--- src/hdl/uart_pkg.sv ---
package uart_pkg;

  // receiver frame position
  // START waits for the start-bit middle, DATA collects eight bits,
  // STOP checks the framing bit
  typedef enum logic [1:0] {
    IDLE,
    START,
    DATA,
    STOP
  } rx_state_t;

  // one received byte
  // valid is a single-cycle strobe and data is only meaningful with it
  typedef struct packed {
    logic [7:0] data;
    logic       valid;
  } rx_byte_t;

endpackage

--- src/hdl/uart_rx_fsm.sv ---
`timescale 1ns/1ps

module uart_rx_fsm (
  input  logic               rst,
  input  logic               clk,
  input  logic               rx,
  input  logic               mid_bit,
  output logic               restart,
  output uart_pkg::rx_byte_t rx_byte
);

  import uart_pkg::*;

  rx_state_t  state_q;
  logic       rx_meta_q;
  logic       rx_sync_q;
  logic       rx_prev_q;
  logic       rx_fall;
  logic [2:0] bit_cnt_q;
  logic [7:0] shift_q;
  logic       valid_q;

  // two-flop synchronizer plus one more stage for edge detection
  // the line idles high, so that is the reset value
  always_ff @(posedge rst or posedge clk) begin
    if (clk) begin
      rx_meta_q <= 1'b1;
      rx_sync_q <= 1'b1;
      rx_prev_q <= 1'b1;
    end else begin
      rx_meta_q <= rx;
      rx_sync_q <= rx_meta_q;
      rx_prev_q <= rx_sync_q;
    end
  end

  assign rx_fall = rx_prev_q & ~rx_sync_q;

  // the bit timer is held while idle and starts running from the start edge
  assign restart = (state_q == IDLE);

  always_ff @(posedge rst or posedge clk) begin
    if (clk) begin
      state_q   <= IDLE;
      bit_cnt_q <= '0;
      valid_q   <= 1'b0;
    end else begin
      valid_q <= 1'b0;
      case (state_q)
        IDLE: begin
          if (rx_fall) begin
            state_q <= START;
          end
        end
        START: begin
          // a line that is high again at mid start bit was only a glitch
          if (mid_bit) begin
            if (rx_sync_q) begin
              state_q <= IDLE;
            end else begin
              state_q   <= DATA;
              bit_cnt_q <= '0;
            end
          end
        end
        DATA: begin
          if (mid_bit) begin
            bit_cnt_q <= bit_cnt_q + 1'b1;
            if (bit_cnt_q == 3'd7) begin
              state_q <= STOP;
            end
          end
        end
        STOP: begin
          // a low stop bit is a framing error and the byte is dropped
          if (mid_bit) begin
            valid_q <= rx_sync_q;
            state_q <= IDLE;
          end
        end
        default: state_q <= IDLE;
      endcase
    end
  end

  // data arrives lsb first, so bits enter from the top
  always_ff @(posedge rst) begin
    if (state_q == DATA && mid_bit) begin
      shift_q <= {rx_sync_q, shift_q[7:1]};
    end
  end

  assign rx_byte = '{data: shift_q, valid: valid_q};

  // the loader toggles its byte phase on every strobe, a wide one would
  // shift the high/low pairing of every following word
  a_valid_one_cycle: assert property (
    @(posedge rst) disable iff (clk)
    rx_byte.valid |=> !rx_byte.valid
  );

endmodule

--- config.mk ---
export PLATFORM = sky130hd
export DESIGN_NAME = uart_rx_fsm
export DESIGN_NICKNAME = d
export VERILOG_FILES = /design/src/hdl/uart_pkg.sv /design/src/hdl/uart_rx_fsm.sv
export SDC_FILE = /design/constraint.sdc
export NUM_CORES = 1
export LEC_CHECK = 0
export ABC_AREA = 1
export BUFFER_PORTS_ARGS = -buffer_cell sky130_fd_sc_hd__buf_2
export CORE_MARGIN = 2
export CORE_UTILIZATION = 35
export CTS_CLUSTER_DIAMETER = 60
export DETAILED_ROUTE_END_ITERATION = 7
export PLACE_DENSITY = 0.65
export SKIP_LAST_GASP = 1
export SLEW_MARGIN = 20
export SYNTH_ARGS = -nofsm -noshare
export SYNTH_HDL_FRONTEND = slang
export SYNTH_SLANG_ARGS = --single-unit
export TNS_END_PERCENT = 30
--- constraint.sdc ---
create_clock -name rst -period 2.7 [get_ports rst]
set_input_delay 0.405 -clock rst [delete_from_list [all_inputs] [get_ports rst]]
set_output_delay 0.405 -clock rst [all_outputs]
set_load 0.03 [all_outputs]
# Yosys cells after proc, flatten, opt, wreduce, memory -nomap -nowiden
# Index checks and enable logic that the tools add are counted.
[totals] output_inout_bits=10 ff_bits=17 in_bits=4
[op_classes] n_reduce_logical=5 muxes=13 bitwise_logic=2 n_eq_ne=10 addsub=1
[ops] operator="2-bit two-way mux" count=6
[ops] operator="2-bit inequality test, second input constant" count=5
[ops] operator="3-bit two-way mux" count=3
[ops] operator="2-bit one-hot mux with 4 select lines" count=1
[ops] operator="3-bit one-hot mux with 2 select lines" count=1
[ops] operator="5-bit AND reduction" count=1
[ops] operator="2-bit equality test, second input constant" count=2
[ops] operator="4-bit AND reduction" count=1
[ops] operator="3-bit by 1-bit adder with 3-bit output, second input constant" count=1
[ops] operator="3-bit equality test, second input constant" count=1
[ops] operator="2-bit by 1-bit equality test with 1-bit output, second input constant" count=1
[ops] operator="2-bit logical NOT" count=1
[ops] operator="1-bit two-way mux" count=2
[ops] operator="2-bit by 1-bit inequality test with 1-bit output, second input constant" count=1
[ops] operator="2-bit nonzero test" count=1
[ops] operator="1-bit bitwise AND" count=1
[ops] operator="1-bit logical AND" count=1
[ops] operator="1-bit NOT" count=1

# Logic depth before layout (Yosys ltp)
[logic_depth] word_depth=4 depth_mapped=7 mapped_depth_nobuf=7

# Least setup slack after synthesis
# OpenSTA, ideal clock, no wires.
[synth_path] kind="register to output" from="register (tool-made name)" to="output port restart" path_buffers=0 t_required_ns=2.295 t_arrival_ns=0.888 setup_slack_ns=1.407 stages_incl_launch_ff=2 cell_sequence="dfrtp_1 -> nor2_1"
[synth_lines] item="end, declared" line_no="uart_rx_fsm.sv:8" text="output logic restart,"

==> impl_metrics.ini <==
[place]
gpl.final_weighted_congestion = 0.716
port-buffer-count = 13
dp.final_hpwl_um = 656
detailed_place.area_sq_um = 747

[grt]
wire_length_of_the_first_global_routing_pass_mm = 1.46
first_global_vias = 363
grt_util_all_layers_pct = 9.98
grt_start_max_net_pins = 12
number_of_antenna_violations_at_the_first_check_in_global_routing = 0
grt-ovfl-total = 0

[sta]
slew_headroom_pct = 75.9
tns_ps = 0
finalCritPeriodShare_pct = 56.5
worst-slew-pin-transition_ps = 361
fmaxAchievable_ghz = 0.655
unrepaired_setup_endpoints_after_global_routing = false
finalHoldViolCount = 0
final-setup-viol-count = 0
layout_min_cycle_time_ps = 1530
fin_worst_skew_ps = 12.2
report.final.slew_viol_count = 0

[critical_path]
start_kind = flop
cp_slowest_cell = dfrtp_1
timing.critical_path.slowest_cell_delay_ps = 440
endpoint_kind = output pin
cp_max_fo = 5
path_cells = nor2_1, buf_2
path_class = flop to output pin
worst_ep_arrival_time_ps = 1120
worst-endpoint-required_ps = 2300

[cells_and_area]
num-nets-final = 78
area_growth_syn_to_layout_pct = 18.1
drive_above_1_share_pct = 31.0
final_area_sq_um = 777
antenna_cells_inserted = 0
share_of_the_core_filled_with_cells_in_the_final_layout_pct = 44.5

[cts]
numCtsBuffers = 3
cts_buffer_depth = 2
cts-root-buf = clkbuf_4
clock_sinks = 17
postCtsResizedCells = 0
post_cts_setup_repair_bufs = 0
clk-insertion-delay-late_ps = 290
postCtsHoldBufs = 0
worst_setup_hold_path_clk_slew_ps = 100
cts_tree = built
htreeDepth = 1

[floorplan]
die_h_um = 47.4
die_area_sq_um = 2240
die_x_um = 47.4
initial_utilization_pct = 37.7
io-pin-count = 14
row_count = 15
coreArea_sq_um = 1750

[power]
static_leakage_power_uw = 0.000375
irDropWorstVdd_mv = 0.518
power-per-cell-area_nw_per_um2 = 924

[synthesis]
synth_top_cell_area_share_pct = 36.5
ys_seq_elements = 17
synth_top_cells_by_count = nand2_1 (14), edfxtp_1 (8), inv_1 (7), dfrtp_1 (6), nand3_1 (6)
syn_nets = 61
synth.largest_area_cell = edfxtp_1
syn-cell-area_sq_um = 658
yosysUniqueCellTypes = 15
edff_count_synth = 8
fraction_of_registers_with_async_set_or_reset_after_synthesis_pct = 52.9
synthTopCellsByArea = edfxtp_1 (37%), dfrtp_1 (23%), dfstp_2 (12%)
synth-warning-count = 0
netlist_instances = 55
synth_flop_cell = edfxtp_1
synth.most_common_cell = nand2_1
sequential_to_total_area_share_from_yosys_stat_pct = 71.3
post_synthesis_area_per_instance_sq_um = 12.0

[routing]
dr.first_iter.drc_count = 4
drc = 0
drt.antenna.violating_nets = 0
vias = 417
detail_routed_net_length_per_standard_cell_um = 9.14
routed_via_density = 4.34
wirelength_routed_um = 877
detail_route.first_pass.iterations = 4

[flow_run]
drv_cap = 0

[hold_path]
worst_hold_path_type = input port to asynchronous set/reset pin

[status]
status = completed
==> final timing paths <==
path	start	end	slack (ps)	depth (start not counted)
worst max-delay path	flop	restart	1170	2
worst min-delay path	clk	state_q[0]	50	2
worst max register to register	state_q[0]	shift_q[1]	1400	3
worst min register to register	rx_meta_q	rx_sync_q	360	0
max in group asynchronous	clk	rx_sync_q	2360	2
min in group rst	rx	rx_meta_q	200	1
==> report_power, final <==
part / switching [uW] / internal, uW / leakage, uW
logic: 147 / 64.6 / 0.000180
clock network: 76.2 / 56.3 / 0.0000139
registers: 37.8 / 336 / 0.000182
==> cell usage in the layout (no fill, tap or decap), drive strengths merged <==
master,instances
or2,1
inv,8
dfstp,3
nor4,1
nand2,14
edfxtp,8
nor2,1
clkbuf,3
dfrtp,6
nand4,2
buf,13
nand3,7
o21ai,1
ha,2
clkinvlp,1
==> routing by layer <==
metal,track usage (%),wire length [um],up-vias,share of wire (%)
met1,12.6,441,192,50
met5,0,0,-,0
met2,15.1,373,12,43
met3,6.92,62,0,7.1
met4,0,0,0,0
li1,-,-,213,-
==> registers in the layout, summed over array words and instances, names as in the netlist, named ones only <==
| name | cells |
|---|---|
| rx_prev_q | 1 |
| valid_q | 1 |
| rx_sync_q | 1 |
| bit_cnt_q | 3 |
| rx_meta_q | 1 |
| state_q | 1 |
| shift_q | 8 |
==> cell type report <==
type / instances / area, sq um
Tap cell: 25 / 31.3
Sequential cell: 17 / 469
Clock inverter: 1 / 7.51
Timing Repair Buffer: 13 / 65.1
Multi-Input combinational cell: 29 / 151
Clock buffer: 3 / 22.5
Fill cell: 176 / 968
Inverter: 8 / 30.0
==> logic make-up (layout without fill, tap and decap cells) <==
| kind of cell | Yosys count | after routing | share of synthesized area, % |
|---|---|---|---|
| AO/OA/AOI/OAI | 1 | 1 | 0.760 |
| adder cells (fa/ha/maj) | 2 | 2 | 3.80 |
| buffers and inverters | 9 | 25 | 5.70 |
| flip-flops | 17 | 17 | 71.3 |
| AND/OR/NAND/NOR | 26 | 26 | 18.4 |
==> critical path: cells and delay by family (launching register included) <==
family                 cells  cell delay, ps
DFF                        1             440
buffers and inverters      1             220
and+or+nand+nor            1             180
==> metrics by stage <==
stage,total power (uW),hold WS (ps),cells,setup WS (ps)
finish,718,46.5,96,1170
global route,783,66.6,96,1070
CTS,728,48.2,96,1160
detailed placement,591,348,92,1400
global placement,590,348,92,1430
floorplan,542,231,55,1410
(Power assumes the default switching activity.)
