### config.mk
export PLATFORM = sky130hd
export DESIGN_NAME = program_loader
export DESIGN_NICKNAME = d
export VERILOG_FILES = /design/src/hdl/mcu_bus_pkg.sv /design/src/hdl/uart_pkg.sv /design/src/hdl/program_loader.sv
export VERILOG_INCLUDE_DIRS = /design/src /design/src/include
export SDC_FILE = /design/constraint.sdc
export NUM_CORES = 1
export LEC_CHECK = 0
export ABC_AREA = 0
export BUFFER_PORTS_ARGS = -buffer_cell sky130_fd_sc_hd__clkbuf_2
export CELL_PAD_IN_SITES_DETAIL_PLACEMENT = 1
export CELL_PAD_IN_SITES_GLOBAL_PLACEMENT = 2
export CORE_MARGIN = 2
export CORE_UTILIZATION = 28
export DETAILED_ROUTE_END_ITERATION = 10
export GPL_ROUTABILITY_DRIVEN = 0
export HOLD_SLACK_MARGIN = 0.08
export PLACE_DENSITY = 0.77
export SETUP_SLACK_MARGIN = 0.05
export SLEW_MARGIN = 20
export SYNTH_ARGS = -nofsm -noshare
export SYNTH_HDL_FRONTEND = slang
export SYNTH_SLANG_ARGS = --single-unit
### constraint.sdc
create_clock -name rst -period 1.9 [get_ports rst]
set_input_delay 0.19 -clock rst [delete_from_list [all_inputs] [get_ports rst]]
set_output_delay 0.19 -clock rst [all_outputs]
set_load 0.1 [all_outputs]
### src/include/mcu_macros.svh
`ifndef MCU_MACROS_SVH
`define MCU_MACROS_SVH

// byte address width of the program memory
`define MCU_ADDR_WIDTH 12

// the first loaded word lands here, below it sits the processor's own area
`define MCU_LOAD_BASE 12'h300

// end-of-program word, written like any other word
`define MCU_END_MARKER 16'h7fff

// high bytes 0x7c..0x7f keep a finished load, anything else starts a reload
`define MCU_RELOAD_PREFIX 6'b01_1111

// serial timing
`define MCU_CLOCK_HZ 27_000_000
`define MCU_BAUD 115_200
`define MCU_CLKS_PER_BIT (`MCU_CLOCK_HZ / `MCU_BAUD)

// 4 KiB of byte addresses holds this many 16-bit words
`define MCU_MEM_WORDS 2048

`endif

### src/hdl/mcu_bus_pkg.sv
`include "mcu_macros.svh"

package mcu_bus_pkg;

  // byte address on the memory bus
  typedef logic [`MCU_ADDR_WIDTH-1:0] mem_addr_t;

  // big-endian byte lanes of one memory word
  // hi lives at the even byte address, lo at the odd one
  typedef struct packed {
    logic [7:0] hi;
    logic [7:0] lo;
  } mem_bytes_t;

  // the same 16 bits seen as a whole word or as two byte lanes
  typedef union packed {
    logic [15:0] word;
    mem_bytes_t  bytes;
  } mem_word_u;

  // one memory access
  // with byt set only the lane picked by addr[0] is written
  typedef struct packed {
    mem_addr_t addr;
    logic      wr;
    logic      byt;
    mem_word_u wdata;
  } mem_req_t;

endpackage

### src/hdl/uart_pkg.sv
package uart_pkg;

  // receiver frame position
  // START waits for the start-bit middle, DATA collects eight bits,
  // STOP checks the framing bit
  typedef enum logic [1:0] {
    IDLE,
    START,
    DATA,
    STOP
  } rx_state_t;

  // one received byte
  // valid is a single-cycle strobe and data is only meaningful with it
  typedef struct packed {
    logic [7:0] data;
    logic       valid;
  } rx_byte_t;

endpackage

### src/hdl/program_loader.sv
`timescale 1ns/1ps
`include "mcu_macros.svh"

module program_loader (
  input  logic                  rst,
  input  logic                  clk,
  input  uart_pkg::rx_byte_t    rx_byte,
  input  mcu_bus_pkg::mem_req_t cpu_req,
  output mcu_bus_pkg::mem_req_t mem_req,
  output logic                  load_done
);

  import mcu_bus_pkg::*;

  logic                       phase_q;
  logic [15:0]                word_q;
  logic                       word_wr_q;
  logic [`MCU_ADDR_WIDTH-1:0] addr_q;
  logic                       load_done_q;
  logic                       reload_hit;
  mem_req_t                   load_req;

  // phase 0 waits for the high byte, phase 1 for the low byte
  always_ff @(posedge rst or posedge clk) begin
    if (clk) begin
      phase_q <= 1'b0;
    end else if (rx_byte.valid) begin
      phase_q <= ~phase_q;
    end
  end

  // the last two bytes, high byte first
  always_ff @(posedge rst) begin
    if (rx_byte.valid) begin
      word_q <= {word_q[7:0], rx_byte.data};
    end
  end

  // the word write follows the low-byte strobe by one cycle
  // once loading is done the memory is the processor's and no write is made
  always_ff @(posedge rst or posedge clk) begin
    if (clk) begin
      word_wr_q <= 1'b0;
    end else begin
      word_wr_q <= rx_byte.valid & phase_q & ~load_done_q;
    end
  end

  always_ff @(posedge rst or posedge clk) begin
    if (clk) begin
      addr_q <= `MCU_LOAD_BASE;
    end else if (load_done_q) begin
      addr_q <= `MCU_LOAD_BASE;
    end else if (word_wr_q) begin
      addr_q <= addr_q + `MCU_ADDR_WIDTH'd2;
    end
  end

  // a high byte outside 0x7c..0x7f can only be the start of a new program
  assign reload_hit = rx_byte.valid & ~phase_q &
                      (rx_byte.data[7:2] != `MCU_RELOAD_PREFIX);

  always_ff @(posedge rst or posedge clk) begin
    if (clk) begin
      load_done_q <= 1'b0;
    end else if (word_wr_q && word_q == `MCU_END_MARKER) begin
      load_done_q <= 1'b1;
    end else if (reload_hit) begin
      load_done_q <= 1'b0;
    end
  end

  assign load_done = load_done_q;

  always_comb begin
    load_req.addr       = addr_q;
    load_req.wr         = word_wr_q;
    load_req.byt        = 1'b0;
    load_req.wdata.word = word_q;
  end

  assign mem_req = load_done_q ? cpu_req : load_req;

  // the marker raises load_done only after its own write has gone out
  a_no_load_write_when_done: assert property (
    @(posedge rst) disable iff (clk)
    word_wr_q |-> !load_done_q
  );

  // loader words are always whole, aligned words
  a_load_addr_even: assert property (
    @(posedge rst) disable iff (clk)
    word_wr_q |-> !mem_req.addr[0]
  );

endmodule

[Word level (Yosys, flattened, before mapping)]
Index checks and enable logic that the tools add are counted.
Storage, ports and cells
  register bits: 31
  output and inout port bits: 31
  word-level logic and storage cells: 22
Cells by class
  add/sub/neg operators: 1
  equal/unequal tests: 2
  muxes and demuxes: 5
  bitwise gates (word level): 6
  reduce and logical (&&, ||, !) cells: 3
Operator list (count)
  $mux W30: 1
  $mux W12: 2
  $eq A16 B15 Y1 const B: 1
  $add A12 B2 Y12 const B: 1
  $ne A6 B5 Y1 const B: 1
  $and A1 B1 Y1: 4
  $reduce_bool A2 Y1: 2
  $mux W1: 2
  $not A1 Y1: 2
  $logic_and A1 B1 Y1: 1

[Logic depth before layout (Yosys ltp)]
  depth after elaboration: 5
  gate-level depth with buffers: 5
  gate-level depth less buffers: 4

[Worst setup path before layout]
OpenSTA, ideal clock, no wires.
  kind: reg2out
  start: reg load_done_q (netlist: load_done)
  end: out mem_req[29] in the netlist's numbering
  arrival: 2.436 ns
  path slack: -0.726 ns
  cell stages (with the launch flop): 6
  path buffers: 3
  cells stage by stage: dfrtp_1 clkbuf_1 clkbuf_1 buf_2 nand2_1 nand2_1
RTL lines
  from (decl): line program_loader.sv:19  | logic load_done_q;
  from (signal assigned): line program_loader.sv:65  | load_done_q <= 1'b0;
  from (signal assigned): line program_loader.sv:67  | load_done_q <= 1'b1;
  from (signal assigned): line program_loader.sv:69  | load_done_q <= 1'b0;
  to (decl): line program_loader.sv:9  | output mcu_bus_pkg::mem_req_t mem_req,

==> run metrics <==
drt drc=0; fmax=0.545 GHz; register area share after synthesis=54.4%; final hold vios=0; most common cell after layout, fill and taps aside=clkbuf_2; Worst Setup End Kind=output port; DP HPWL=3180 um; worst slew pin tran=roughly 0.55 ns; Post-synth EDFFs=16; M1 WL=between 1500 and 2000 um; initial antenna violation count=0; DIE HEIGHT=a little under 80 um; worst setup path start=load_done$_DFFE_PP0P_; Max Cap Viol=0; reg2reg end=addr_q[11]$_DFFE_PP0N_; Storage cell area=837 um^2; die area=0.00608 mm^2; R2R Setup Slk=between 0.2 and 0.3 ns; DR WL/cell=15.6 um; nets@finish=243; Row Count=26; kind of critical path=reg -> out; Cells after Synth=122; first-pass GRT wire length=6730 um; startpoint class of the critical path=flip-flop; largest net degree at the start of global routing=20; Core ar.=0.00520 mm^2; wire length on met2=2230 um; CTS H-tree depth=2; clk root buf=clkbuf_8; Final min period=1.84 ns; RR Startpoint=addr_q[1]$_DFFE_PP0N_; Worst EP required=1.71 ns; Rel. slew slack=63.2%; CTS tree=built; crit path max fanout=17; Hold Crit Depth=1; Syn Area/Cell=approximately 13 um^2; peak supply drop=0.521 mV; Finished Cell Area=0.00243 mm^2; most frequent cells in the layout=clkbuf_2 (52), buf_12 (19), edfxtp_1 (16), mux2_2 (14), mux2_4 (12); GRT Residual Overflow=0; Starting DRT DRC Count=24; Clock Latency Late Sink=0.27 ns; CTS sink count=30; TNS Setup=0 ns; Highest Signal Layer=met4; Total GRT Usage=between 10% and 20%; Syn-to-layout area delta=58.8%; DR vias/cell=4.64; Ports=between 70 and 80; RSZ-0062 raised after global routing=true; Synth warnings=0; Final setup viols=0; Syn Nets=between 150 and 200; via count=1262; capture point of the critical path=mem_req[7]; Reg2Reg Depth=4; Cell variety after synth=31; clock skew=0.00592 ns; total CTS buffers=5; synthesized area=roughly 0.0015 mm^2; Initial Util=between 20% and 30%; Slew Limit Fails=0; leakage=1.08 nW; Filler Cells Inserted=slightly below 600; outcome=completed; share of layout cells above drive strength 1=58.9%; prevailing post-synth register cell=edfxtp_1; Arrival @ worst endpoint=1.65 ns; clock slew at reported path FFs=0.06 ns; Multi-input gate area=about 710 um^2; vias in the first global route=1345; met3 WL=186 um; # diodes=0; placed instance area=0.00230 mm^2; Post-synth ARST share=a little under half; hold crit path type=in -> reg; Port Buffers=71; Final Cycle Share=around 97%; total length of routed wires=4250 um; clock tree buffer depth=2; total power divided by cell area=1120 mW/mm^2; drt pass-1 iters=4; #FFs+latches synth=30; ANT nets after route=0; Die X=78.0 um
cells in the mapped netlist (all sizes together), types with 2 or more instances:
| cell type | n | area share (%) |
|---|---|---|
| nand2 | 7 | 1.7 |
| dfrtp | 12 | 20 |
| mux2i | 2 | 1.3 |
| a21oi | 4 | 1.3 |
| o31ai | 2 | 0.98 |
| clkbuf | 2 | 0.49 |
| nor2 | 6 | 1.5 |
| dfstp | 2 | 3.4 |
| inv | 4 | 0.98 |
| buf | 4 | 1.7 |
| nor3 | 3 | 0.98 |
| or3 | 2 | 0.82 |
| mux2 | 26 | 19 |
| nand4 | 9 | 4.5 |
| o21ai | 3 | 0.98 |
| or4 | 2 | 0.98 |
| xor2 | 4 | 2.3 |
| edfxtp | 16 | 31 |
| and2 | 2 | 0.82 |
power breakdown:
group,internal [mW],total (mW),switching (mW)
Combinational,0.411,1.27,0.861
Clock,0.292,0.517,0.226
Sequential,0.796,0.925,0.129
sequential cells by signal, indices dropped and copies added, names as in the netlist:
| signal | cells |
|---|---|
| word_q | 16 |
| addr_q | 11 |
| load_done | 1 |
| phase_q | 1 |
| word_wr_q | 1 |
cell type report:
type	instances	share of cell area [%]
timing repair buffer	78	28.6
sequential	30	34.4
multi-input combinational	82	29.0
tap	70	3.60
clock buffer	7	3.55
clock inverter	1	0.206
inverter	4	0.617
layer usage:
layer	GRT usage, %	vias up
li1	-	613
met1	17.2	603
met2	24.6	39
met3	3.02	7
met4	5.61	0
met5	0	-
worst min path at each step:
stage / to / from / slack, ns
final: word_q[0]$_DFFE_PP_ / rx_byte[1] / 0.09
after detailed placement: addr_q[10]$_DFFE_PP0N_ / clk / 0.26
after floorplan: addr_q[10]$_DFFE_PP0N_ / clk / 0.08
after global placement: addr_q[11]$_DFFE_PP0N_ / clk / 0.24
after CTS: word_q[0]$_DFFE_PP_ / rx_byte[1] / 0.08
after global routing: word_q[1]$_DFFE_PP_ / rx_byte[2] / 0.09
cell families (layout without fill, tap and decap cells):
| logic type | after synthesis | after routing | synth area share (%) |
|---|---|---|---|
| AOI/OAI and AO/OA | 12 | 12 | 4.90 |
| xor gates and xnor gates | 5 | 5 | 2.86 |
| adders and majority gates | 1 | 1 | 0.816 |
| buffers and inverters | 10 | 90 | 3.18 |
| DFF | 30 | 30 | 54.4 |
| muxes | 28 | 28 | 20.4 |
| and+or+nand+nor | 36 | 36 | 13.5 |
stage by stage:
step	setup slack, ns	utilization [%]	hold WS [ns]	total power [mW]	cells
3_5_place_dp	0.243	44.1	0.257	2.21	260
2_1_floorplan	-0.0314	-	0.0778	1.83	122
5_1_grt	0.0187	46.8	0.0871	2.83	272
4_1_cts	0.00712	46.5	0.0832	2.74	270
6_report	0.0643	46.8	0.0912	2.71	272
3_3_place_gp	0.278	44.1	0.244	2.18	260
repair_timing:
action                                 4_1_cts  5_1_grt
setup endpoints to repair                   17       22
cloned                                       0        0
hold buffers                                 1        0
resized for setup                            2        0
buffers inserted                             1        2
endpoints found under the hold margin       12        0
worst max-delay path: stages (launching register included):
cell and delay [ns]:
dfrtp_4 0.62, buf_4 0.20, mux2_2 0.37, buf_12 0.17
No activity file was read; power rests on OpenSTA's default activity.
