$ cat src/include/mcu_macros.svh
`ifndef MCU_MACROS_SVH
`define MCU_MACROS_SVH

// byte address width of the program memory
`define MCU_ADDR_WIDTH 12

// the first loaded word lands here, below it sits the processor's own area
`define MCU_LOAD_BASE 12'h300

// end-of-program word, written like any other word
`define MCU_END_MARKER 16'h7fff

// high bytes 0x7c..0x7f keep a finished load, anything else starts a reload
`define MCU_RELOAD_PREFIX 6'b01_1111

// serial timing
`define MCU_CLOCK_HZ 27_000_000
`define MCU_BAUD 115_200
`define MCU_CLKS_PER_BIT (`MCU_CLOCK_HZ / `MCU_BAUD)

// 4 KiB of byte addresses holds this many 16-bit words
`define MCU_MEM_WORDS 2048

`endif

$ cat src/hdl/uart_baud_timer.sv
`timescale 1ns/1ps
`include "mcu_macros.svh"

module uart_baud_timer #(
  parameter int CLKS_PER_BIT = `MCU_CLKS_PER_BIT
) (
  input  logic rst,
  input  logic clk,
  input  logic restart,
  output logic mid_bit
);

  localparam int HALF_BIT = CLKS_PER_BIT / 2;
  localparam int CNT_W    = $clog2(CLKS_PER_BIT);

  logic [CNT_W-1:0] cnt_q;

  // down counter
  // while restart is held the count waits at half a bit, so the first
  // tick after release marks the middle of the start bit
  // every later tick is one full bit period on
  always_ff @(posedge rst or posedge clk) begin
    if (clk) begin
      cnt_q <= CNT_W'(HALF_BIT - 1);
    end else if (restart) begin
      cnt_q <= CNT_W'(HALF_BIT - 1);
    end else if (cnt_q == '0) begin
      cnt_q <= CNT_W'(CLKS_PER_BIT - 1);
    end else begin
      cnt_q <= cnt_q - 1'b1;
    end
  end

  assign mid_bit = (cnt_q == '0);

  // the receiver only holds restart while idle
  // a tick there would mean the frame ended off the bit grid
  a_no_tick_on_restart: assert property (
    @(posedge rst) disable iff (clk)
    !(restart && mid_bit)
  );

endmodule

$ cat config.mk
export PLATFORM = sky130hd
export DESIGN_NAME = uart_baud_timer
export DESIGN_NICKNAME = d
export VERILOG_FILES = /design/src/hdl/uart_baud_timer.sv
export VERILOG_INCLUDE_DIRS = /design/src /design/src/include
export SDC_FILE = /design/constraint.sdc
export NUM_CORES = 1
export LEC_CHECK = 0
export ABC_CLOCK_PERIOD_IN_PS = 1700
export BUFFER_PORTS_ARGS = -buffer_cell sky130_fd_sc_hd__buf_2
export CAP_MARGIN = 20
export CORE_AREA = 2 2 39 41
export DETAILED_ROUTE_END_ITERATION = 10
export DIE_AREA = 0 0 41 43
export PLACE_DENSITY_LB_ADDON = 0.25
export SLEW_MARGIN = 20
export SYNTH_ARGS = -nofsm -noshare
export SYNTH_HDL_FRONTEND = slang
export SYNTH_SLANG_ARGS = --single-unit
$ cat constraint.sdc
create_clock -name rst -period 1.7 [get_ports rst]
set_input_delay 0.17 -clock rst [delete_from_list [all_inputs] [get_ports rst]]
set_output_delay 0.17 -clock rst [all_outputs]
set_load 0.03 [all_outputs]
# Yosys cells after proc, flatten, opt, wreduce, memory -nomap -nowiden
# Index checks and enable logic that the tools add are counted.
[word_totals] regBits=8 in_bits=3 wordCells=5 output_inout_bits=1
[op_classes] mux=2 reduce_logical=1 addsub=1
[ops] operator="two-way mux 8 bit" n=2
[ops] operator="zero test 8 bit" n=1
[ops] operator="subtractor 8 x 1 -> 8 bit, second input constant" n=1

# Longest topological paths before layout
# Gate-level depths: netlist of run 1.
[depth] word_depth=3 ltp_mapped=6 mapped_depth_nobuf=6

# Least setup slack after synthesis of run 1
# OpenSTA, ideal clock, no wires.
[synth_timing] kind="register -> register" start="reg cnt_q[0]" end="reg cnt_q[4]" setup_slack_ns=0.278 t_arrival_ns=1.336 path_stages_with_launch=6 path_buffers=0 setup_time_ns=0.086 cell_sequence="dfrtp_1 inv_1 ha_1 or3b_2 a21oi_1 o31ai_1"
[synth_between] elab_chain_cells=3
[synth_lines] item="start: declaration" line_no="uart_baud_timer.sv:16" rtl="logic [CNT_W-1:0] cnt_q;"
[synth_lines] item="start signal: assignment" line_no="uart_baud_timer.sv:24" rtl="cnt_q <= CNT_W'(HALF_BIT - 1);"
[synth_lines] item="start signal: assignment" line_no="uart_baud_timer.sv:26" rtl="cnt_q <= CNT_W'(HALF_BIT - 1);"
[synth_lines] item="start signal: assignment" line_no="uart_baud_timer.sv:28" rtl="cnt_q <= CNT_W'(CLKS_PER_BIT - 1);"
[synth_lines] item="subtractor 8 x 1 -> 8 bit or zero test 8 bit (tied branches)" line_no="uart_baud_timer.sv:30, uart_baud_timer.sv:27"
[synth_lines] item="two-way mux 8 bit *" line_no="uart_baud_timer.sv:27" rtl="end else if (cnt_q == '0) begin"
[synth_lines] item="two-way mux 8 bit *" line_no="uart_baud_timer.sv:25" rtl="end else if (restart) begin"
# Every way passes the cells marked *; elsewhere a longest branch is shown, timed or not.

# Worst setup path in the final report of run 1
[layout_timing] start="reg cnt_q[0]" end="out mid_bit"
[layout_between] elab_chain_cells=1
[layout_lines] item="zero test 8 bit" line_no="uart_baud_timer.sv:34" rtl="assign mid_bit = (cnt_q == '0);"
[layout_lines] item="end: declaration" line_no="uart_baud_timer.sv:10" rtl="output logic mid_bit"
# Every way passes these cells.

==> results of run 1 <==
==> synth_stat cells <==
cell type | count | area share, %
sky130_fd_sc_hd__a21oi_1 | 3 | 3.1
sky130_fd_sc_hd__o21ai_0 | 1 | 1.0
sky130_fd_sc_hd__inv_1 | 7 | 5.5
sky130_fd_sc_hd__a2111oi_2 | 1 | 3.1
sky130_fd_sc_hd__dfrtp_1 | 4 | 21
sky130_fd_sc_hd__a21o_1 | 1 | 1.6
sky130_fd_sc_hd__or4_4 | 1 | 2.3
sky130_fd_sc_hd__nor3_1 | 4 | 4.2
sky130_fd_sc_hd__buf_2 | 1 | 1.0
sky130_fd_sc_hd__nor4_1 | 2 | 2.6
sky130_fd_sc_hd__xor2_1 | 1 | 1.8
sky130_fd_sc_hd__a211oi_1 | 1 | 1.6
sky130_fd_sc_hd__nor4b_4 | 1 | 4.9
sky130_fd_sc_hd__nor3_2 | 1 | 2.1
sky130_fd_sc_hd__ha_1 | 2 | 5.2
sky130_fd_sc_hd__o21bai_1 | 1 | 1.6
sky130_fd_sc_hd__a311oi_1 | 1 | 1.8
sky130_fd_sc_hd__nand2_1 | 2 | 1.6
sky130_fd_sc_hd__and4b_2 | 1 | 2.3
sky130_fd_sc_hd__dfstp_2 | 4 | 22
sky130_fd_sc_hd__nor2b_1 | 1 | 1.3
sky130_fd_sc_hd__nor2_1 | 3 | 2.3
sky130_fd_sc_hd__or3b_2 | 1 | 1.8
sky130_fd_sc_hd__a31oi_1 | 1 | 1.3
sky130_fd_sc_hd__o31ai_1 | 1 | 1.6
sky130_fd_sc_hd__a2111oi_0 | 1 | 1.8
==> per-stage QoR <==
step / hold WS [ps] / cell area, um^2 / instances / power (uW)
3_3_place_gp: 135 / 519 / 67 / 316
3_5_place_dp: 137 / 519 / 67 / 315
2_1_floorplan: -17.2 / 482 / 48 / 293
4_1_cts: 220 / 579 / 74 / 475
6_report: 235 / 598 / 76 / 472
5_1_grt: 256 / 598 / 76 / 504
==> routing by layer <==
layer  track usage (%)  wire length, um  up-vias
met4              12.0               22        0
met2              20.0              485        5
li1                  -                -      202
met5                 0                0        -
met1              19.7              458      183
met3              4.71               28        4
==> cell usage in the layout (no fill, tap or decap) <==
cell                            count
sky130_fd_sc_hd__a311oi_1           1
sky130_fd_sc_hd__nor2b_1            1
sky130_fd_sc_hd__o21ai_0            1
sky130_fd_sc_hd__o31ai_1            1
sky130_fd_sc_hd__inv_1              6
sky130_fd_sc_hd__nor3_2             1
sky130_fd_sc_hd__dfrtp_1            4
sky130_fd_sc_hd__a21oi_1            3
sky130_fd_sc_hd__inv_2              1
sky130_fd_sc_hd__nor3_1             4
sky130_fd_sc_hd__dlygate4sd3_1      1
sky130_fd_sc_hd__a211oi_1           1
sky130_fd_sc_hd__o21bai_1           1
sky130_fd_sc_hd__nor4b_4            1
sky130_fd_sc_hd__a31oi_1            1
sky130_fd_sc_hd__clkbuf_4           3
sky130_fd_sc_hd__ha_1               1
sky130_fd_sc_hd__dfstp_2            4
sky130_fd_sc_hd__a2111oi_2          1
sky130_fd_sc_hd__or3b_2             1
sky130_fd_sc_hd__buf_4              6
sky130_fd_sc_hd__a2111oi_0          1
sky130_fd_sc_hd__xor2_1             1
sky130_fd_sc_hd__nor4_1             2
sky130_fd_sc_hd__ha_2               1
sky130_fd_sc_hd__buf_6              1
sky130_fd_sc_hd__nand2_1            2
sky130_fd_sc_hd__nor2_1             3
sky130_fd_sc_hd__buf_2              2
sky130_fd_sc_hd__and4b_2            1
sky130_fd_sc_hd__or4_4              1
sky130_fd_sc_hd__a21o_1             1
==> cell families (layout without fill, tap and decap cells) <==
kind of cell / after synthesis / in the layout / synth area share (%)
AOI/OAI and AO/OA: 12 / 12 / 18.4
xor gates and xnor gates: 1 / 1 / 1.82
adders and majority gates: 2 / 2 / 5.19
buffers and inverters: 8 / 20 / 6.49
DFF: 8 / 8 / 42.6
and+or+nand+nor: 17 / 17 / 25.5
==> repair_timing <==
item,4_1_cts,5_1_grt
hold endpoints to repair,4,0
hold buffers,1,0
pin swaps,0,1
setup buffers,3,2
gates resized for setup,2,2
setup endpoints to repair,1,1
==> layout make-up <==
class	instances	area [um^2]	area share (%)
multi-input combinational	32	248	41.4
inverter	7	26.3	4.39
sequential	8	205	34.3
clock buffer	3	22.5	3.77
timing repair buffer	10	76.3	12.8
tap	16	20.0	3.35
==> worst register-to-register path, delay by kind of cell (launching register included) <==
kind	cells	cell delay [ps]
flip-flops	1	380
AO/OA/AOI/OAI	2	370
buffers and inverters	2	240
AND/OR/NAND/NOR	1	210
adder cells (fa/ha/maj)	1	200
==> report_power, final <==
group	internal [uW]	total [uW]	switching (uW)	leakage [uW]
sequential	213	235	21.8	0.0000950
clock	80.9	148	67.2	0.0000138
combinational	43.9	88.6	44.6	0.000149
==> worst max-delay path by stage <==
stage | end | start | cells past startpoint | slack, ps
floorplan | cnt_q[4]$_DFF_PP1_ | cnt_q[0]$_DFF_PP0_ | 5 | 280
global placement | mid_bit | cnt_q[0]$_DFF_PP0_ | 6 | 130
detailed placement | mid_bit | cnt_q[0]$_DFF_PP0_ | 6 | 160
CTS | mid_bit | cnt_q[1]$_DFF_PP0_ | 6 | 6
global route | mid_bit | cnt_q[0]$_DFF_PP0_ | 6 | -40
finish | mid_bit | cnt_q[0]$_DFF_PP0_ | 6 | 60
==> flow_summary.json, run 1 <==
{
  "outcome": "complete, no violations",
  "final_core_occ_pct": 43.2,
  "effective_utilization_at_floorplan_pct": 34.8,
  "avgRoutedWirePerCell_um": 13.1,
  "post_synth_num_cell_types": 26,
  "post-place-ws_ps": 160,
  "chipWidth_um": 41,
  "antenna_violating_nets_post_route": 0,
  "r2r_cells": 6,
  "critical_path.endpoint_type": "output pin",
  "tritoncts": "done",
  "remaining_drcs": 0,
  "worst_slack_ps": 59.1,
  "globalRouteTotalUtil_pct": 15.3,
  "via_count_of_the_first_global_routing_pass": 379,
  "timing.critical_path.required_ps": 1530,
  "setup.worst_path.class": "flip-flop to output pin",
  "core_mm2": 0.00138,
  "final_layout_size_suffix_gt1_share_pct": 40.0,
  "endpoint_of_the_worst_hold_timing_path": "cnt_q[7]$_DFF_PP0_",
  "syn2layout_area_growth_pct": 24.2,
  "worstMarginPinSlew_ps": 349,
  "startpoint_of_the_most_critical_register_to_register_path": "cnt_q[0]$_DFF_PP0_",
  "fp.dieH_um": 43,
  "clockRootBuffer": "sky130_fd_sc_hd__clkbuf_4",
  "dr.pass1.iters": 2,
  "syn-mean-instance-area_um2": 10.0,
  "arrival_ps": 1470,
  "timing.fmax_mhz": 609,
  "number_of_flip_flops_under_the_largest_register_name": 8,
  "synth_seq_cells": 8,
  "die_area_mm2": 0.00176,
  "relSlewSlack_pct": 76.2,
  "worstHoldPathCells": 2,
  "gr-total-overflow": 0,
  "startpoint_type": "flip-flop",
  "fin_tns_setup_ps": 0,
  "port_buffers": 3,
  "dp_hpwl_um": 669,
  "yosys_warnings": 0,
  "critical_path.slowest_cell": "sky130_fd_sc_hd__dfrtp_1",
  "min-delay-path-class": "input port to flip-flop",
  "globalplace.congestion": 0.757,
  "hold_path.startpoint": "restart",
  "clkTransAtPathRegs_ps": 60,
  "ctsLongestPathBuffers": 2,
  "cts_made_buffers": 3,
  "reg2reg_setup_slack_ps": 190,
  "post_synth_inst_count": 48,
  "final_max_slew_viol_count": 0,
  "row_count": 14,
  "synthesis.nets": 53,
  "max_stage_delay_on_crit_path_ps": 380,
  "timing.critical_path.cells": "inv_1 > ha_2 > nor4b_4 > nand2_1 > inv_2 > buf_6",
  "routed_via_density": 5.18,
  "rr_endpoint": "cnt_q[3]$_DFF_PP0_",
  "biggestRegsByFlops": "cnt_q x8",
  "regMostFlops": "cnt_q",
  "fin_crit_ps": 1640,
  "cap_violations": 0,
  "fillerInstances": 140,
  "detailroute.via_count": 394,
  "numClockSinks": 8,
  "synth-seq-area-share_pct": 42.6,
  "netlist_area_um2": 482,
  "leakage_uw": 0.000258,
  "nets": 67,
  "first_iter_violations": 3,
  "final_hold_viol_count": 0,
  "grt_start_max_net_pins": 12,
  "ir_worst_vdd_mv": 0.363,
  "fin_worst_skew_ps": 6.47,
  "cp.buffers_inverters": 3,
  "critical_path.max_fanout": 3,
  "i_o_pin_count": 4,
  "cts_htree_levels": 1,
  "clock_insertion_delay_worst_skew_ps": 260,
  "setup_viols_final": 0,
  "critical-path-top-delay-family": "flip-flops",
  "p_per_area_mw_per_mm2": 789,
  "wl_um": 995,
  "first_pass_grt_wire_length_mm": 1.67,
  "final_min_period_over_clock_period_pct": 96.5,
  "insertedDiodeCount": 0,
  "antenna_found_initial": 0
}
No activity file was read; power rests on OpenSTA's default activity.
==> run 2: changes to the inputs <==
==> constraint.sdc (replaced) <==
create_clock -name rst -period 1.7 [get_ports rst]
set_input_delay 0.17 -clock rst [delete_from_list [all_inputs] [get_ports rst]]
set_output_delay 0.17 -clock rst [all_outputs]
set_load 0.005 [all_outputs]
==> flow_summary.json, run 2 (synthesis gave the netlist of run 1 again) <==
{
  "outcome": "complete, no violations",
  "port_buffers": 3,
  "dp_hpwl_um": 646,
  "ctsLongestPathBuffers": 2,
  "antenna_violating_nets_post_route": 0,
  "final_min_period_over_clock_period_pct": 96.9,
  "fin_tns_setup_ps": 0,
  "clockRootBuffer": "sky130_fd_sc_hd__clkbuf_4",
  "wl_um": 958,
  "mostFrequentLayoutCells": "sky130_fd_sc_hd__nor3_1 (4), sky130_fd_sc_hd__inv_1 (4), sky130_fd_sc_hd__dfrtp_1 (4), sky130_fd_sc_hd__dfstp_2 (4), sky130_fd_sc_hd__buf_4 (4)",
  "die_area_mm2": 0.00176,
  "effective_utilization_at_floorplan_pct": 34.8,
  "cts_htree_levels": 1,
  "core_mm2": 0.00138,
  "first_iter_violations": 9,
  "routed_via_density": 5.31,
  "timing.critical_path.mode_cell": "sky130_fd_sc_hd__inv_2",
  "final_max_slew_viol_count": 0,
  "ir_worst_vdd_mv": 0.446,
  "post-layout-total-power_uw": 479,
  "via_count_of_the_first_global_routing_pass": 350,
  "p_per_area_mw_per_mm2": 811,
  "setup.worst_path.class": "flip-flop to output pin",
  "globalplace.congestion": 0.697,
  "timing.critical_path.cells": "inv_2 > ha_4 > nor4b_4 > nand2_1 > inv_2 > buf_2",
  "worstMarginPinSlew_ps": 365,
  "min-delay-path-class": "input port to flip-flop",
  "globalRouteTotalUtil_pct": 12.4,
  "gr-total-overflow": 0,
  "dr.pass1.iters": 6,
  "number_of_flip_flops_under_the_largest_register_name": 8,
  "arrival_ps": 1480,
  "avgRoutedWirePerCell_um": 12.8,
  "insertedDiodeCount": 0,
  "remaining_drcs": 0,
  "use_met3_pct": 7.85,
  "first_pass_grt_wire_length_mm": 1.43,
  "row_count": 14,
  "fin_crit_ps": 1650,
  "critical_path.max_fanout": 5,
  "clock_insertion_delay_worst_skew_ps": 250,
  "biggestRegsByFlops": "cnt_q x8",
  "final_hold_viol_count": 0,
  "setup_viols_final": 0,
  "i_o_pin_count": 4,
  "relSlewSlack_pct": 75.0,
  "top_usage_layer": "met2",
  "critical_path.endpoint_type": "output pin",
  "fin_worst_skew_ps": 0.906,
  "numClockSinks": 8,
  "startpoint_type": "flip-flop",
  "timing.fmax_mhz": 607,
  "fp.dieH_um": 43,
  "tritoncts": "done",
  "cap_violations": 0,
  "leakage_uw": 0.000251,
  "max_stage_delay_on_crit_path_ps": 430,
  "critical_path.slowest_cell": "sky130_fd_sc_hd__dfrtp_1",
  "grt_start_max_net_pins": 12,
  "syn2layout_area_growth_pct": 22.6,
  "antenna_found_initial": 0,
  "gr-usage-met2_pct": 16.6,
  "regMostFlops": "cnt_q",
  "chipWidth_um": 41,
  "nets": 65,
  "grt.met1_usage_pct": 16.0,
  "final_layout_size_suffix_gt1_share_pct": 40.7,
  "cts_made_buffers": 3,
  "clkTransAtPathRegs_ps": 50,
  "detailroute.via_count": 398,
  "timing.critical_path.required_ps": 1530
}
## run 2: report_power, final
part | internal (uW) | leakage [uW] | total, uW | switching (uW)
clock | 89.9 | 0.0000150 | 156 | 65.9
combinational | 42.0 | 0.000141 | 84.4 | 42.4
sequential | 213 | 0.0000950 | 239 | 25.5
## run 2: layout make-up
cell class	count	area [um^2]
clock buffer	4	26.3
inverter	7	26.3
multi-input combinational	32	258
tap	16	20.0
sequential	8	205
timing repair buffer	8	55.1
fill	133	793
## run 2: worst max-delay path, delay by kind of cell, from the launching register on
family                   cells  cell delay [ps]
adder cells (fa/ha/maj)      1              140
buffers and inverters        3              280
flip-flops                   1              430
AND/OR/NAND/NOR              2              370
## run 2: worst paths after layout
check	start	cells past startpoint	endpoint	slack, ps
max reg2reg	cnt_q[0]$_DFF_PP0_	5	cnt_q[4]$_DFF_PP1_	140
min	restart	2	cnt_q[0]$_DFF_PP0_	220
max in group asynchronous	clk	3	cnt_q[2]$_DFF_PP1_	1020
min in group asynchronous	clk	3	cnt_q[7]$_DFF_PP0_	400
max	cnt_q[0]$_DFF_PP0_	6	mid_bit	50
min reg2reg	cnt_q[0]$_DFF_PP0_	1	cnt_q[0]$_DFF_PP0_	560
## run 2: what timing repair did
action / in CTS / in global routing
pin swaps: 0 / 1
resized for setup: 1 / 4
setup buffers: 2 / 2
endpoints found under the setup margin: 1 / 2
hold buffers: 1 / 0
hold endpoints to repair: 4 / 0
## run 2: stage by stage
stage	setup slack [ps]	instances	utilization (%)	area, um^2	hold slack, ps
finish	53.4	75	42.7	591	224
global route	-43.6	75	42.7	591	242
CTS	7.31	73	40.9	566	223
floorplan	278	48	-	482	-17.2
detailed placement	164	66	37.0	512	131
global placement	166	66	37.0	512	135
## run 2: layer usage
metal	vias to the layer above	wire, um
li1	198	-
met5	-	0
met1	186	438
met3	0	60
met4	0	0
met2	14	460
==> run 3: changes to the inputs <==
--- a/config.mk
+++ b/config.mk
@@ -6,6 +6,7 @@
 export SDC_FILE = /design/constraint.sdc
 export NUM_CORES = 1
 export LEC_CHECK = 0
+export ABC_AREA = 1
 export ABC_CLOCK_PERIOD_IN_PS = 1700
 export BUFFER_PORTS_ARGS = -buffer_cell sky130_fd_sc_hd__buf_2
 export CAP_MARGIN = 20
==> flow_summary.json, run 3 <==
{
  "regMostFlops": "cnt_q",
  "r2r_cells": 7,
  "arrival_ps": 1380,
  "routed_via_density": 4.47,
  "dp.cells": 81,
  "antenna_found_initial": 0,
  "remaining_drcs": 0,
  "netlist_area_um2": 479,
  "cts_htree_levels": 1,
  "worst_slack_ps": 154,
  "fin_crit_ps": 1550,
  "startpoint_of_the_most_critical_register_to_register_path": "cnt_q[0]$_DFF_PP0_",
  "final_layout_size_suffix_gt1_share_pct": 30.0,
  "synth_area_leader_cell": "sky130_fd_sc_hd__dfstp_2",
  "timing.fmax_mhz": 647,
  "gr-total-overflow": 0,
  "final_hold_viol_count": 0,
  "synth_seq_cells": 8,
  "numClockSinks": 8,
  "effective_utilization_at_floorplan_pct": 34.6,
  "setup.worst_path.start": "cnt_q[0]$_DFF_PP0_",
  "cts_post_setup_buffers_inserted": 0,
  "startpoint_type": "flip-flop",
  "use_met3_pct": 4.71,
  "synth-seq-area-share_pct": 42.8,
  "fin_worst_skew_ps": 3.76,
  "fp.dieH_um": 43,
  "endpoint_of_the_worst_hold_timing_path": "cnt_q[1]$_DFF_PP0_",
  "post_synth_num_cell_types": 18,
  "globalplace.congestion": 0.778,
  "clock_insertion_delay_worst_skew_ps": 260,
  "reg2reg_setup_slack_ps": 490,
  "synth_async_sr_flop_share_pct": 100,
  "mostFrequentLayoutCells": "sky130_fd_sc_hd__inv_1 (10), sky130_fd_sc_hd__nand2_1 (10), sky130_fd_sc_hd__nand3_1 (6), sky130_fd_sc_hd__nor2_1 (6), sky130_fd_sc_hd__inv_2 (5)",
  "yosys_warnings": 0,
  "stdcell_count": 86,
  "antenna_violating_nets_post_route": 0,
  "cap_violations": 0,
  "setup_viols_final": 0,
  "syn2layout_area_growth_pct": 14.9,
  "fin_tns_setup_ps": 0,
  "row_count": 14,
  "first_pass_grt_wire_length_mm": 1.48,
  "synthesis.nets": 67,
  "dr.pass1.iters": 4,
  "rr_endpoint": "cnt_q[4]$_DFF_PP1_",
  "outcome": "complete, no violations",
  "detailroute.via_count": 384,
  "ctsLongestPathBuffers": 2,
  "post_synth_inst_count": 62,
  "timing.critical_path.required_ps": 1530,
  "via_count_of_the_first_global_routing_pass": 347,
  "ir_worst_vdd_mv": 0.510,
  "biggestRegsByFlops": "cnt_q x8",
  "grt.met1_usage_pct": 18.5,
  "core_mm2": 0.00138,
  "wl_um": 804,
  "critical_path.endpoint_type": "output pin",
  "grt_setup_unrepaired": "false",
  "globalRouteTotalUtil_pct": 12.8,
  "insertedDiodeCount": 0,
  "worstMarginPinSlew_ps": 308,
  "final_min_period_over_clock_period_pct": 90.9,
  "dp_hpwl_um": 628,
  "syn-mean-instance-area_um2": 7.73,
  "cts_hold_repair_buffers": 1,
  "final_max_slew_viol_count": 0,
  "cts.repair.resized": 0,
  "p_per_area_mw_per_mm2": 821,
  "top_usage_layer": "met1",
  "synth_commonest_cells": "sky130_fd_sc_hd__inv_1 (10), sky130_fd_sc_hd__nand2_1 (10), sky130_fd_sc_hd__nand3_1 (6), sky130_fd_sc_hd__nor2_1 (6), sky130_fd_sc_hd__inv_2 (5)",
  "critical_path.max_fanout": 8,
  "chipWidth_um": 41,
  "avgRoutedWirePerCell_um": 9.35,
  "clkTransAtPathRegs_ps": 60,
  "worstHoldPathCells": 2,
  "i_o_pin_count": 4,
  "gr-usage-met2_pct": 16.6,
  "first_iter_violations": 9,
  "die_area_mm2": 0.00176,
  "hold_slack_ps": 116,
  "min-delay-path-class": "input port to flip-flop",
  "clockRootBuffer": "sky130_fd_sc_hd__clkbuf_4",
  "cts_made_buffers": 3,
  "leakage_uw": 0.000308,
  "netlist.area_leader.share_pct": 21.9,
  "post-place-ws_ps": 420,
  "synthTopCellsByArea": "sky130_fd_sc_hd__dfstp_2 (22%), sky130_fd_sc_hd__dfrtp_1 (21%), sky130_fd_sc_hd__inv_1 (7.8%)",
  "hold_path.startpoint": "restart",
  "synthFlopType": "sky130_fd_sc_hd__dfstp_2",
  "relSlewSlack_pct": 79.5,
  "tritoncts": "done",
  "setup.worst_path.class": "flip-flop to output pin",
  "grt_start_max_net_pins": 9,
  "nets": 76,
  "number_of_flip_flops_under_the_largest_register_name": 8,
  "synth_enable_flop_cells": 0,
  "port_buffers": 3
}
[run 3: how the worst max path moves through the flow]
stage / to / cells after the start
after floorplan: mid_bit / 6
after global placement: mid_bit / 7
after detailed placement: mid_bit / 7
after CTS: mid_bit / 7
after global routing: mid_bit / 7
final: mid_bit / 7
[run 3: per-stage QoR]
stage | total power (uW) | util (%) | cell area (um^2)
detailed placement | 296 | 37.2 | 514
global route | 480 | 39.8 | 551
finish | 452 | 39.8 | 551
CTS | 459 | 39.8 | 551
floorplan | 279 | - | 479
global placement | 296 | 37.2 | 514
[run 3: power by group]
part           switching (uW)  internal (uW)
combinational            47.5           27.3
sequential               10.5            209
clock                    67.9           90.0
[run 3: layout make-up]
type | instances | area (um^2)
Timing Repair Buffer | 4 | 25.0
Clock buffer | 4 | 26.3
Fill cell | 137 | 833
Inverter | 15 | 56.3
Multi-Input combinational cell | 39 | 218
Tap cell | 16 | 20.0
Sequential cell | 8 | 205
[run 3: cell families after synthesis]
family,Yosys count,share of synthesized area [%]
simple gates,30,32.1
buf+inv,15,11.8
flops,8,42.8
compound gates,6,6.26
fa+ha+maj,2,5.22
xor+xnor,1,1.83
[run 3: metal layers]
metal  share of wire, %  vias up
met4                1.5        0
met1                 50      168
met5                  0        -
met3                3.4        2
met2                 45        5
li1                   -      209
[run 3: worst max-delay path: stages (launching register included)]
cell and delay, ps:
sky130_fd_sc_hd__dfrtp_1 390, sky130_fd_sc_hd__inv_1 110, sky130_fd_sc_hd__ha_1 150, sky130_fd_sc_hd__inv_1 40, sky130_fd_sc_hd__nor2_2 130, sky130_fd_sc_hd__nand2_4 100, sky130_fd_sc_hd__inv_1 90, sky130_fd_sc_hd__buf_2 110
